===== config.mk =====
export PLATFORM = sky130hd
export DESIGN_NAME = snakeGame
export DESIGN_NICKNAME = d
export VERILOG_FILES = /design/src/source/snakePkg.sv /design/src/source/scanCounter.sv /design/src/source/snakeBody.sv /design/src/source/appleGenerator.sv /design/src/source/collisionDetect.sv /design/src/source/scoreTracker.sv /design/src/source/snakeGame.sv
export SDC_FILE = /design/constraint.sdc
export NUM_CORES = 1
export LEC_CHECK = 0
export BUFFER_PORTS_ARGS = -buffer_cell sky130_fd_sc_hd__buf_2
export CAP_MARGIN = 15
export CORE_ASPECT_RATIO = 1.25
export CORE_UTILIZATION = 35
export CTS_CLUSTER_DIAMETER = 50
export CTS_CLUSTER_SIZE = 28
export DETAILED_ROUTE_END_ITERATION = 12
export PLACE_DENSITY_LB_ADDON = 0.05
export REMOVE_ABC_BUFFERS = 1
export SYNTH_ARGS = -nofsm -noshare
export SYNTH_HDL_FRONTEND = slang
export SYNTH_HIERARCHICAL = 1
export SYNTH_SLANG_ARGS = --single-unit

===== constraint.sdc =====
create_clock -name clk -period 6.85 [get_ports clk]
set_input_delay 0.685 -clock clk [delete_from_list [all_inputs] [get_ports clk]]
set_output_delay 0.685 -clock clk [all_outputs]
set_load 0.05 [all_outputs]

===== src/source/snakePkg.sv =====
package snakePkg;

	localparam int gridBits = 4;
	localparam logic [gridBits-1:0] gridLast = '1; // Last row and last column are border

	localparam int maxLength = 16;
	localparam int lengthBits = $clog2(maxLength + 1);
	localparam logic [lengthBits-1:0] fullLength = maxLength[lengthBits-1:0];
	localparam logic [lengthBits-1:0] startLength = 3;

	// The head starts here and the body trails to the left
	localparam logic [gridBits-1:0] startX = 8;
	localparam logic [gridBits-1:0] startY = 8;

	localparam int lfsrBits = 16;
	localparam logic [lfsrBits-1:0] lfsrSeed = 16'hACE1;
	localparam logic [lfsrBits-1:0] lfsrTaps = 16'hB400; // Galois mask for a right shift
	localparam int lfsrSteps = 8; // Shifts per clock while searching

	// Values double as button bit positions, and flipping bit 0 gives the opposite way
	typedef enum logic [1:0] {
		dirUp,
		dirDown,
		dirLeft,
		dirRight
	} direction;

	typedef enum logic [2:0] {
		cellEmpty,
		cellBorder,
		cellBody,
		cellHead,
		cellApple
	} cellKind;

	typedef enum logic {
		statePlay,
		stateOver
	} gameState;

endpackage


===== src/source/scanCounter.sv =====
`timescale 1ns/100ps

module scanCounter (
	clk,
	rstN,
	x,
	y,
	sync
);
	input logic clk;
	input logic rstN;
	output logic [snakePkg::gridBits-1:0] x;
	output logic [snakePkg::gridBits-1:0] y;
	output logic sync;

	logic lastCol;

	assign lastCol = (x == snakePkg::gridLast);
	assign sync = lastCol && (y == snakePkg::gridLast); // One cycle per frame

	// Both counters wrap on their own so a frame is exactly 256 cycles
	always_ff @(posedge clk) begin
		if (!rstN) begin
			x <= '0;
			y <= '0;
		end else begin
			x <= x + 1'b1;
			if (lastCol)
				y <= y + 1'b1;
		end
	end

endmodule


===== src/source/snakeBody.sv =====
`timescale 1ns/100ps

module snakeBody (
	clk,
	rstN,
	buttons,
	x,
	y,
	sync,
	grow,
	over,
	candX,
	candY,
	isHead,
	isBody,
	headX,
	headY,
	length,
	candFree
);
	input logic clk;
	input logic rstN;
	input logic [3:0] buttons; // Bit index follows the direction encoding
	input logic [snakePkg::gridBits-1:0] x;
	input logic [snakePkg::gridBits-1:0] y;
	input logic sync;
	input logic grow;
	input logic over;
	input logic [snakePkg::gridBits-1:0] candX;
	input logic [snakePkg::gridBits-1:0] candY;
	output logic isHead;
	output logic isBody;
	output logic [snakePkg::gridBits-1:0] headX;
	output logic [snakePkg::gridBits-1:0] headY;
	output logic [snakePkg::lengthBits-1:0] length;
	output logic candFree;

	snakePkg::direction curDir; // Heading of the last move
	snakePkg::direction nextDir; // Heading picked so far in this frame
	snakePkg::direction wantDir;
	logic [snakePkg::gridBits-1:0] segX [snakePkg::maxLength];
	logic [snakePkg::gridBits-1:0] segY [snakePkg::maxLength];
	logic [snakePkg::gridBits-1:0] newX;
	logic [snakePkg::gridBits-1:0] newY;

	// A press against the current heading is dropped
	always_comb begin
		wantDir = nextDir;
		for (int i = 0; i < 4; i++) begin
			if (buttons[i] && (i[1:0] != (curDir ^ 2'b01)))
				wantDir = snakePkg::direction'(i[1:0]); // Higher index wins on a tie
		end
	end

	always_comb begin
		newX = segX[0];
		newY = segY[0];
		case (wantDir)
			snakePkg::dirUp: newY = segY[0] - 1'b1;
			snakePkg::dirDown: newY = segY[0] + 1'b1;
			snakePkg::dirLeft: newX = segX[0] - 1'b1;
			default: newX = segX[0] + 1'b1;
		endcase
	end

	always_ff @(posedge clk) begin
		if (!rstN) begin
			curDir <= snakePkg::dirRight;
			nextDir <= snakePkg::dirRight;
			length <= snakePkg::startLength;
			for (int i = 0; i < snakePkg::maxLength; i++) begin
				segX[i] <= snakePkg::startX - i[snakePkg::gridBits-1:0];
				segY[i] <= snakePkg::startY;
			end
		end else if (!over) begin
			nextDir <= wantDir;
			if (sync) begin
				curDir <= wantDir;
				segX[0] <= newX;
				segY[0] <= newY;
				// The whole list shifts so a grown tail keeps the old tail cell
				for (int i = 1; i < snakePkg::maxLength; i++) begin
					segX[i] <= segX[i - 1];
					segY[i] <= segY[i - 1];
				end
				if (grow && (length != snakePkg::fullLength))
					length <= length + 1'b1;
			end
		end
	end

	// Only the first length entries are live segments
	always_comb begin
		isHead = (x == segX[0]) && (y == segY[0]);
		isBody = 1'b0;
		candFree = !((candX == segX[0]) && (candY == segY[0]));
		for (int i = 1; i < snakePkg::maxLength; i++) begin
			if (i < length) begin
				if ((x == segX[i]) && (y == segY[i]))
					isBody = 1'b1;
				if ((candX == segX[i]) && (candY == segY[i]))
					candFree = 1'b0;
			end
		end
	end

	assign headX = segX[0];
	assign headY = segY[0];

endmodule


===== src/source/appleGenerator.sv =====
`timescale 1ns/100ps

module appleGenerator (
	clk,
	rstN,
	x,
	y,
	eaten,
	candFree,
	candX,
	candY,
	appleX,
	appleY,
	appleValid,
	isApple
);
	input logic clk;
	input logic rstN;
	input logic [snakePkg::gridBits-1:0] x;
	input logic [snakePkg::gridBits-1:0] y;
	input logic eaten;
	input logic candFree;
	output logic [snakePkg::gridBits-1:0] candX;
	output logic [snakePkg::gridBits-1:0] candY;
	output logic [snakePkg::gridBits-1:0] appleX;
	output logic [snakePkg::gridBits-1:0] appleY;
	output logic appleValid; // Low while a new cell is searched
	output logic isApple;

	logic [snakePkg::lfsrBits-1:0] lfsr;
	logic [snakePkg::lfsrBits-1:0] lfsrNext;
	logic candInside;
	logic accept;

	always_comb begin
		lfsrNext = lfsr;
		for (int i = 0; i < snakePkg::lfsrSteps; i++) begin
			if (lfsrNext[0])
				lfsrNext = (lfsrNext >> 1) ^ snakePkg::lfsrTaps;
			else
				lfsrNext = lfsrNext >> 1;
		end
	end

	assign candX = lfsr[snakePkg::gridBits-1:0];
	assign candY = lfsr[2*snakePkg::gridBits-1:snakePkg::gridBits];
	assign candInside = (candX != '0) && (candX != snakePkg::gridLast) &&
		(candY != '0) && (candY != snakePkg::gridLast);
	assign accept = !appleValid && candInside && candFree;

	always_ff @(posedge clk) begin
		if (!rstN) begin
			lfsr <= snakePkg::lfsrSeed;
			appleValid <= 1'b0;
		end else if (eaten) begin
			appleValid <= 1'b0; // Search starts on the next cycle
		end else if (!appleValid) begin
			lfsr <= lfsrNext;
			appleValid <= accept;
		end
	end

	always_ff @(posedge clk) begin
		if (accept) begin
			appleX <= candX;
			appleY <= candY;
		end
	end

	assign isApple = appleValid && (x == appleX) && (y == appleY);

endmodule


===== src/source/collisionDetect.sv =====
`timescale 1ns/100ps

module collisionDetect (
	clk,
	rstN,
	x,
	y,
	sync,
	isHead,
	isBody,
	isApple,
	isBorder,
	goodColl,
	badColl
);
	input logic clk;
	input logic rstN;
	input logic [snakePkg::gridBits-1:0] x;
	input logic [snakePkg::gridBits-1:0] y;
	input logic sync;
	input logic isHead;
	input logic isBody;
	input logic isApple;
	output logic isBorder;
	output logic goodColl;
	output logic badColl;

	logic goodSeen;
	logic badSeen;
	logic goodNow;
	logic badNow;

	assign isBorder = (x == '0) || (x == snakePkg::gridLast) ||
		(y == '0) || (y == snakePkg::gridLast);
	assign goodNow = isHead && isApple;
	assign badNow = isHead && (isBorder || isBody);

	// The live term covers a hit on the sync cell itself
	assign goodColl = goodSeen || goodNow;
	assign badColl = badSeen || badNow;

	always_ff @(posedge clk) begin
		if (!rstN || sync) begin
			goodSeen <= 1'b0;
			badSeen <= 1'b0;
		end else begin
			goodSeen <= goodColl;
			badSeen <= badColl;
		end
	end

endmodule


===== src/source/scoreTracker.sv =====
`timescale 1ns/100ps

module scoreTracker (
	clk,
	rstN,
	sync,
	goodColl,
	badColl,
	length,
	scoreOnes,
	scoreTens,
	over
);
	input logic clk;
	input logic rstN;
	input logic sync;
	input logic goodColl;
	input logic badColl;
	input logic [snakePkg::lengthBits-1:0] length;
	output logic [3:0] scoreOnes;
	output logic [3:0] scoreTens;
	output logic over;

	snakePkg::gameState state;
	logic lastMeal;

	// This meal makes the snake full, so the game ends with it
	assign lastMeal = (length == snakePkg::fullLength - 1'b1);
	assign over = (state == snakePkg::stateOver);

	always_ff @(posedge clk) begin
		if (!rstN) begin
			state <= snakePkg::statePlay;
			scoreOnes <= '0;
			scoreTens <= '0;
		end else if (sync && (state == snakePkg::statePlay)) begin
			if (badColl) begin
				state <= snakePkg::stateOver;
			end else if (goodColl) begin
				if (scoreOnes == 4'd9) begin
					scoreOnes <= '0;
					scoreTens <= (scoreTens == 4'd9) ? 4'd0 : scoreTens + 1'b1;
				end else begin
					scoreOnes <= scoreOnes + 1'b1;
				end
				if (lastMeal)
					state <= snakePkg::stateOver;
			end
		end
	end

endmodule


===== src/source/snakeGame.sv =====
`timescale 1ns/100ps

module snakeGame (
	clk,
	rstN,
	buttons,
	x,
	y,
	pixel,
	headX,
	headY,
	length,
	appleX,
	appleY,
	appleValid,
	scoreOnes,
	scoreTens,
	over
);
	input logic clk;
	input logic rstN;
	input logic [3:0] buttons;
	output logic [snakePkg::gridBits-1:0] x;
	output logic [snakePkg::gridBits-1:0] y;
	output snakePkg::cellKind pixel;
	output logic [snakePkg::gridBits-1:0] headX;
	output logic [snakePkg::gridBits-1:0] headY;
	output logic [snakePkg::lengthBits-1:0] length;
	output logic [snakePkg::gridBits-1:0] appleX;
	output logic [snakePkg::gridBits-1:0] appleY;
	output logic appleValid;
	output logic [3:0] scoreOnes;
	output logic [3:0] scoreTens;
	output logic over;

	logic sync;
	logic isHead;
	logic isBody;
	logic isApple;
	logic isBorder;
	logic goodColl;
	logic badColl;
	logic eaten;
	logic candFree;
	logic [snakePkg::gridBits-1:0] candX;
	logic [snakePkg::gridBits-1:0] candY;

	assign eaten = goodColl && sync; // Apple leaves once the meal is counted

	scanCounter scan (
		.clk(clk),
		.rstN(rstN),
		.x(x),
		.y(y),
		.sync(sync)
	);

	snakeBody body (
		.clk(clk),
		.rstN(rstN),
		.buttons(buttons),
		.x(x),
		.y(y),
		.sync(sync),
		.grow(goodColl),
		.over(over),
		.candX(candX),
		.candY(candY),
		.isHead(isHead),
		.isBody(isBody),
		.headX(headX),
		.headY(headY),
		.length(length),
		.candFree(candFree)
	);

	appleGenerator appleGen (
		.clk(clk),
		.rstN(rstN),
		.x(x),
		.y(y),
		.eaten(eaten),
		.candFree(candFree),
		.candX(candX),
		.candY(candY),
		.appleX(appleX),
		.appleY(appleY),
		.appleValid(appleValid),
		.isApple(isApple)
	);

	collisionDetect coll (
		.clk(clk),
		.rstN(rstN),
		.x(x),
		.y(y),
		.sync(sync),
		.isHead(isHead),
		.isBody(isBody),
		.isApple(isApple),
		.isBorder(isBorder),
		.goodColl(goodColl),
		.badColl(badColl)
	);

	scoreTracker track (
		.clk(clk),
		.rstN(rstN),
		.sync(sync),
		.goodColl(goodColl),
		.badColl(badColl),
		.length(length),
		.scoreOnes(scoreOnes),
		.scoreTens(scoreTens),
		.over(over)
	);

	// The snake is drawn over everything else, even on the ring
	always_comb begin
		if (isHead)
			pixel = snakePkg::cellHead;
		else if (isBody)
			pixel = snakePkg::cellBody;
		else if (isApple)
			pixel = snakePkg::cellApple;
		else if (isBorder)
			pixel = snakePkg::cellBorder;
		else
			pixel = snakePkg::cellEmpty;
	end

endmodule


---- Word-level counts from Yosys, hierarchy flattened ----
Memories as Yosys holds them, arrays and structs flattened.
Index checks and enable logic that the tools add are counted.
word-level totals
  register bits after elaboration ......... 53
  RAM bits ................................ 128
  memories ................................ 2
cells by class
  add/subtract/negate cells ............... 9
  $lt $le $gt $ge ......................... 15
  equality and inequality tests ........... 79
  muxes and demuxes ....................... 121
  bitwise gates (word level) .............. 46
  reductions and logical operators ........ 75
memories
  name       words  bits a word  read ports  clocked after memory_dff  wr ports  line             text
  body.segX  16     4            16          0                         16        snakeBody.sv:41  logic [snakePkg::gridBits-1:0] segX [snakePkg::maxLength];
  body.segY  16     4            16          0                         16        snakeBody.sv:42  logic [snakePkg::gridBits-1:0] segY [snakePkg::maxLength];
operators by type and width
  operator               number
  $eq A4 B4 Y1           66
  $mux W4                34
  $mux W16               8
  $mux W1                70
  $logic_and A1 B1 Y1    49
  $lt A4 B5 Y1 const A   8
  $not A3 Y4             8
  $or A1 B1 Y1           32
  $add A4 B1 Y4 const B  6
  $lt A3 B5 Y1 const A   4
  $eq A4 B4 Y1 const B   4
  $pmux W4 S2            2
  $lt A2 B5 Y1 const A   2
  $mux W3                3
  $reduce_and A3 Y1      3
  $logic_not A4 Y1       2
  $mux W2                4
  $ne A4 B4 Y1 const B   2
  $reduce_bool A4 Y1     2
  $sub A4 B1 Y4 const B  2
  $logic_or A1 B1 Y1     7
  $not A1 Y1             6
  $reduce_bool A2 Y1     3
  $add A5 B1 Y5 const B  1
  other kinds (12)       17

---- Logic depth before layout (Yosys ltp) ----
An unclocked memory read counts as a cell.
  word-level depth ........................ 38
  gate-level depth with buffers ........... 13

---- By module ----
The synthesis kept the hierarchy.
by module, submodules not included
  module           times used  cells an instance  area each (sq um)
  snakeBody        1           788                8,668.3
  appleGenerator   1           122                1,253.7
  scoreTracker     1           48                 439.2
  scanCounter      1           31                 327.8
  collisionDetect  1           16                 148.9
  snakeGame        1           6                  37.5

---- Worst setup path before layout ----
No wires, ideal clock.
  path type ............................... register to register
  from .................................... register scan/x[0] (netlist name)
  to ...................................... memory body/segX[0][10] (netlist name), enable pin
  setup time .............................. 483 ps
  data arrival time ....................... 4,179 ps
  path slack .............................. 2,188 ps
  stages on the path, launching flop included .. 6
  period minus slack after synthesis ...... 4,662 ps
  cells stage by stage .................... dfxtp_1 > ha_1 > nand3_2 > nor2_1 > nand2b_1 > nand2_1
RTL lines
  element                 line               text
  from (decl)             scanCounter.sv:12  output logic [snakePkg::gridBits-1:0] x;
  from (signal assigned)  scanCounter.sv:27  x <= x + 1'b1;
  to (decl)               snakeBody.sv:41

==> results.toml <==
[outcome]
outcome = "finished clean"

[floorplanning]
start_util_pct = 35.9
die_h_um = 199
die_w_um = 160
ios = 48
core_um2 = 30300
fp.dieArea_um2 = 31800
placementRows = 71

[worst_setup_path]
cpMaxStageDelayCell = "dfxtp_2"
worstReg2RegStart = "scan/x[0]$_SDFF_PN0_"
worstSetupEndpointType = "flop"
critPathMaxFanout = 64
start_kind = "flop"
critPathMaxStageDelay_ps = 860
r2r-end = "body/segY[0][43]$_SDFFCE_PN1P_"
reg2reg_slack_ps = 2880
cp_cell_sequence = "ha_1, nand3_2, nor2_1, nand2b_1, nand2_4, buf_4"
endpoint = "body/segY[0][43]$_SDFFCE_PN1P_"
critPathLaunch = "scan/x[0]$_SDFF_PN0_"
required_ps = 6920
arrival_ps = 4040
crit_type = "flop to flop"
reg2reg_depth = 6

[sta]
skew_ps = 19.9
tns_ps = 0
hold_ws_ps = 472
period_minus_slack_ps = 3970
hold_viol = 0
grt_setup_unrepaired = "false"
setup_viol = 0
setup_slack_ps = 2880
tightest_slew_ps = 968
max_freq_ghz = 0.252
relSlewSlack_pct = 35.5
slew_viol_final = 0
period_share_pct = 58.0

[final_layout]
drive_above_1_share_pct = 12.2
area_delta_synth_final_pct = 9.73
antennaDiodeCount = 0
num-nets-final = 1030
final_core_util_pct = 39.4

[min_path]
holdCritPathClass = "flop to flop"
min_from = "appleGen/lfsr[8]$_SDFFE_PN0P_"

[routing]
routed_wl_um = 31300
drc_errors = 0
drtIter0Drc = 432
wl_per_cell_um = 21.9
dr.pass1.iters = 4
vias = 7196
vias_per_cell = 5.04
antenna_left = 0

[logic_synthesis]
synth_area_um2 = 10900
async_flop_share_pct = 0
synth_cell_types = 66
yosys-top-cells-area = "edfxtp_1 (38%), xnor2_1 (21%), dfxtp_1 (8.3%)"
ys_seq_area_share_pct = 45.8
syn_inst = 1011
synthTopCellsByCount = "xnor2_1 (264), edfxtp_1 (136), nand4_1 (63)"
yosysWarnings = 6
avgSynthCellArea_um2 = 10.8
yosysTopAreaCell = "edfxtp_1"
synth_top_area_share_pct = 37.6
synth_edf_count = 136
yosysMostFrequentCell = "xnor2_1"
synth_ff_type = "edfxtp_1"
synth_seq_cells = 181

[grt]
globalRoute.busiestLayer = "met2"
grt_util_met2_pct = 35.6
use_met3_pct = 3.05
grt_pass1_wl_um = 47600
overflow = 0
antenna_found_initial = 0
grt_start_max_net_pins = 81
first_global_vias = 7442
grt.met1_usage_pct = 25.9
grtUsageTotal_pct = 20.3

[place]
hpwlAfterDp_um = 20500
place_congestion = 0.804
pre_cts_ws_ps = 2810
port_buffers = 47

[clock_network]
h-tree-depth = 4
cts_tree = "yes"
post_cts_buffers = 0
clk_latency_ps = 450
cts-root-buf = "clkbuf_16"
cts.repair.resized = 0
cts.sinks = 181
cts_buffers = 17
cts.clk_slew.worst_paths_ps = 70
cts_buffer_depth = 2
hold_buffers = 0

[flow_run]
max_cap_violations = 0

[pwr]
p_per_area_nw_per_um2 = 295
ir_drop_uv = 159
leakagePower_nw = 3.99
logic make-up (layout without fill, tap and decap cells):
group                    Yosys count  after routing  synth area share (%)
buffers and inverters             92            108                  4.61
adder cells (fa/ha/maj)           10             10                  1.29
AO/OA/AOI/OAI                     61             61                  3.70
flip-flops                       181            181                  45.8
multiplexers                       5              5                 0.460
XOR/XNOR                         298            298                  24.1
AND/OR/NAND/NOR                  364            364                  20.0
where the power goes:
group	switching [W]	leakage, nW	internal (W)
Sequential	0.000149	1.59	0.00129
Clock	0.000456	0.300	0.000614
Combinational	0.000592	2.11	0.000419
worst min-delay path by stage:
stage                                                end  slack [ps]  cells after the start
final                      appleGen/lfsr[0]$_SDFFE_PN1P_         470                      2
after global routing      appleGen/lfsr[12]$_SDFFE_PN0P_         490                      2
after CTS                  appleGen/lfsr[1]$_SDFFE_PN0P_         470                      2
after detailed placement   appleGen/lfsr[0]$_SDFFE_PN1P_         460                      2
after global placement     appleGen/lfsr[0]$_SDFFE_PN1P_         450                      2
after floorplan            appleGen/lfsr[0]$_SDFFE_PN1P_         430                      2
area by class of cell:
| class | instances | area, um2 |
|---|---|---|
| clock buffer | 17 | 425 |
| fill | 2970 | 18400 |
| inverter | 11 | 41.3 |
| timing repair buffer | 65 | 373 |
| clock inverter | 15 | 200 |
| sequential | 181 | 4990 |
| tap | 401 | 502 |
| multi-input combinational | 738 | 5400 |
critical path, delay by kind of cell, from the launching register on:
kind                     cells  cell delay [ps]
AND/OR/NAND/NOR              4             1550
flip-flops                   1              860
buffers and inverters        1              740
adder cells (fa/ha/maj)      1              350
stage by stage:
stage	instance area, um2	total power [W]	cells
3_5_place_dp	11300	0.00248	1395
6_report	11900	0.00352	1428
3_3_place_gp	11300	0.00249	1395
5_1_grt	11900	0.00369	1428
4_1_cts	11900	0.00356	1427
2_1_floorplan	10400	0.00216	930
flip-flops by register name, summed over array words and instances, names as in the netlist:
name and flops:
body/segX 64, body/segY 64, appleGen/lfsr 16, body/length 5, appleGen/appleX 4, appleGen/appleY 4
scan/x 4, scan/y 4, track/scoreOnes 4, track/scoreTens 4, body/curDir 2, body/nextDir 2
appleGen/appleValid 1, coll/badSeen 1, coll/goodSeen 1, track/over 1
routing by layer:
layer	vias to the layer above	share of wire, %
li1	3498	-
met1	3576	46
met2	102	50
met3	20	3.0
met4	0	1.3
met5	-	0
cell usage in the layout (no fill, tap or decap), types with 7 or more instances in the layout:
cell type  Yosys  layout
ha_1           8       8
nand2b_1      47      47
buf_2         17      46
clkbuf_16      0      17
or3_1          7       7
nor3_1        28      28
nand3_1       15      15
nor2_1        21      21
o21ai_0       10      10
nor4_1         9       9
and3_1        50      50
xnor2_1      264     264
nand2_1       41      40
nand4_1       63      63
inv_1         10      10
a21oi_1       17      17
and2_1        38      38
dfxtp_1       45      42
buf_4         26      18
xor2_1        33      33
edfxtp_1     136     136
No activity file was read; power rests on OpenSTA's default activity.
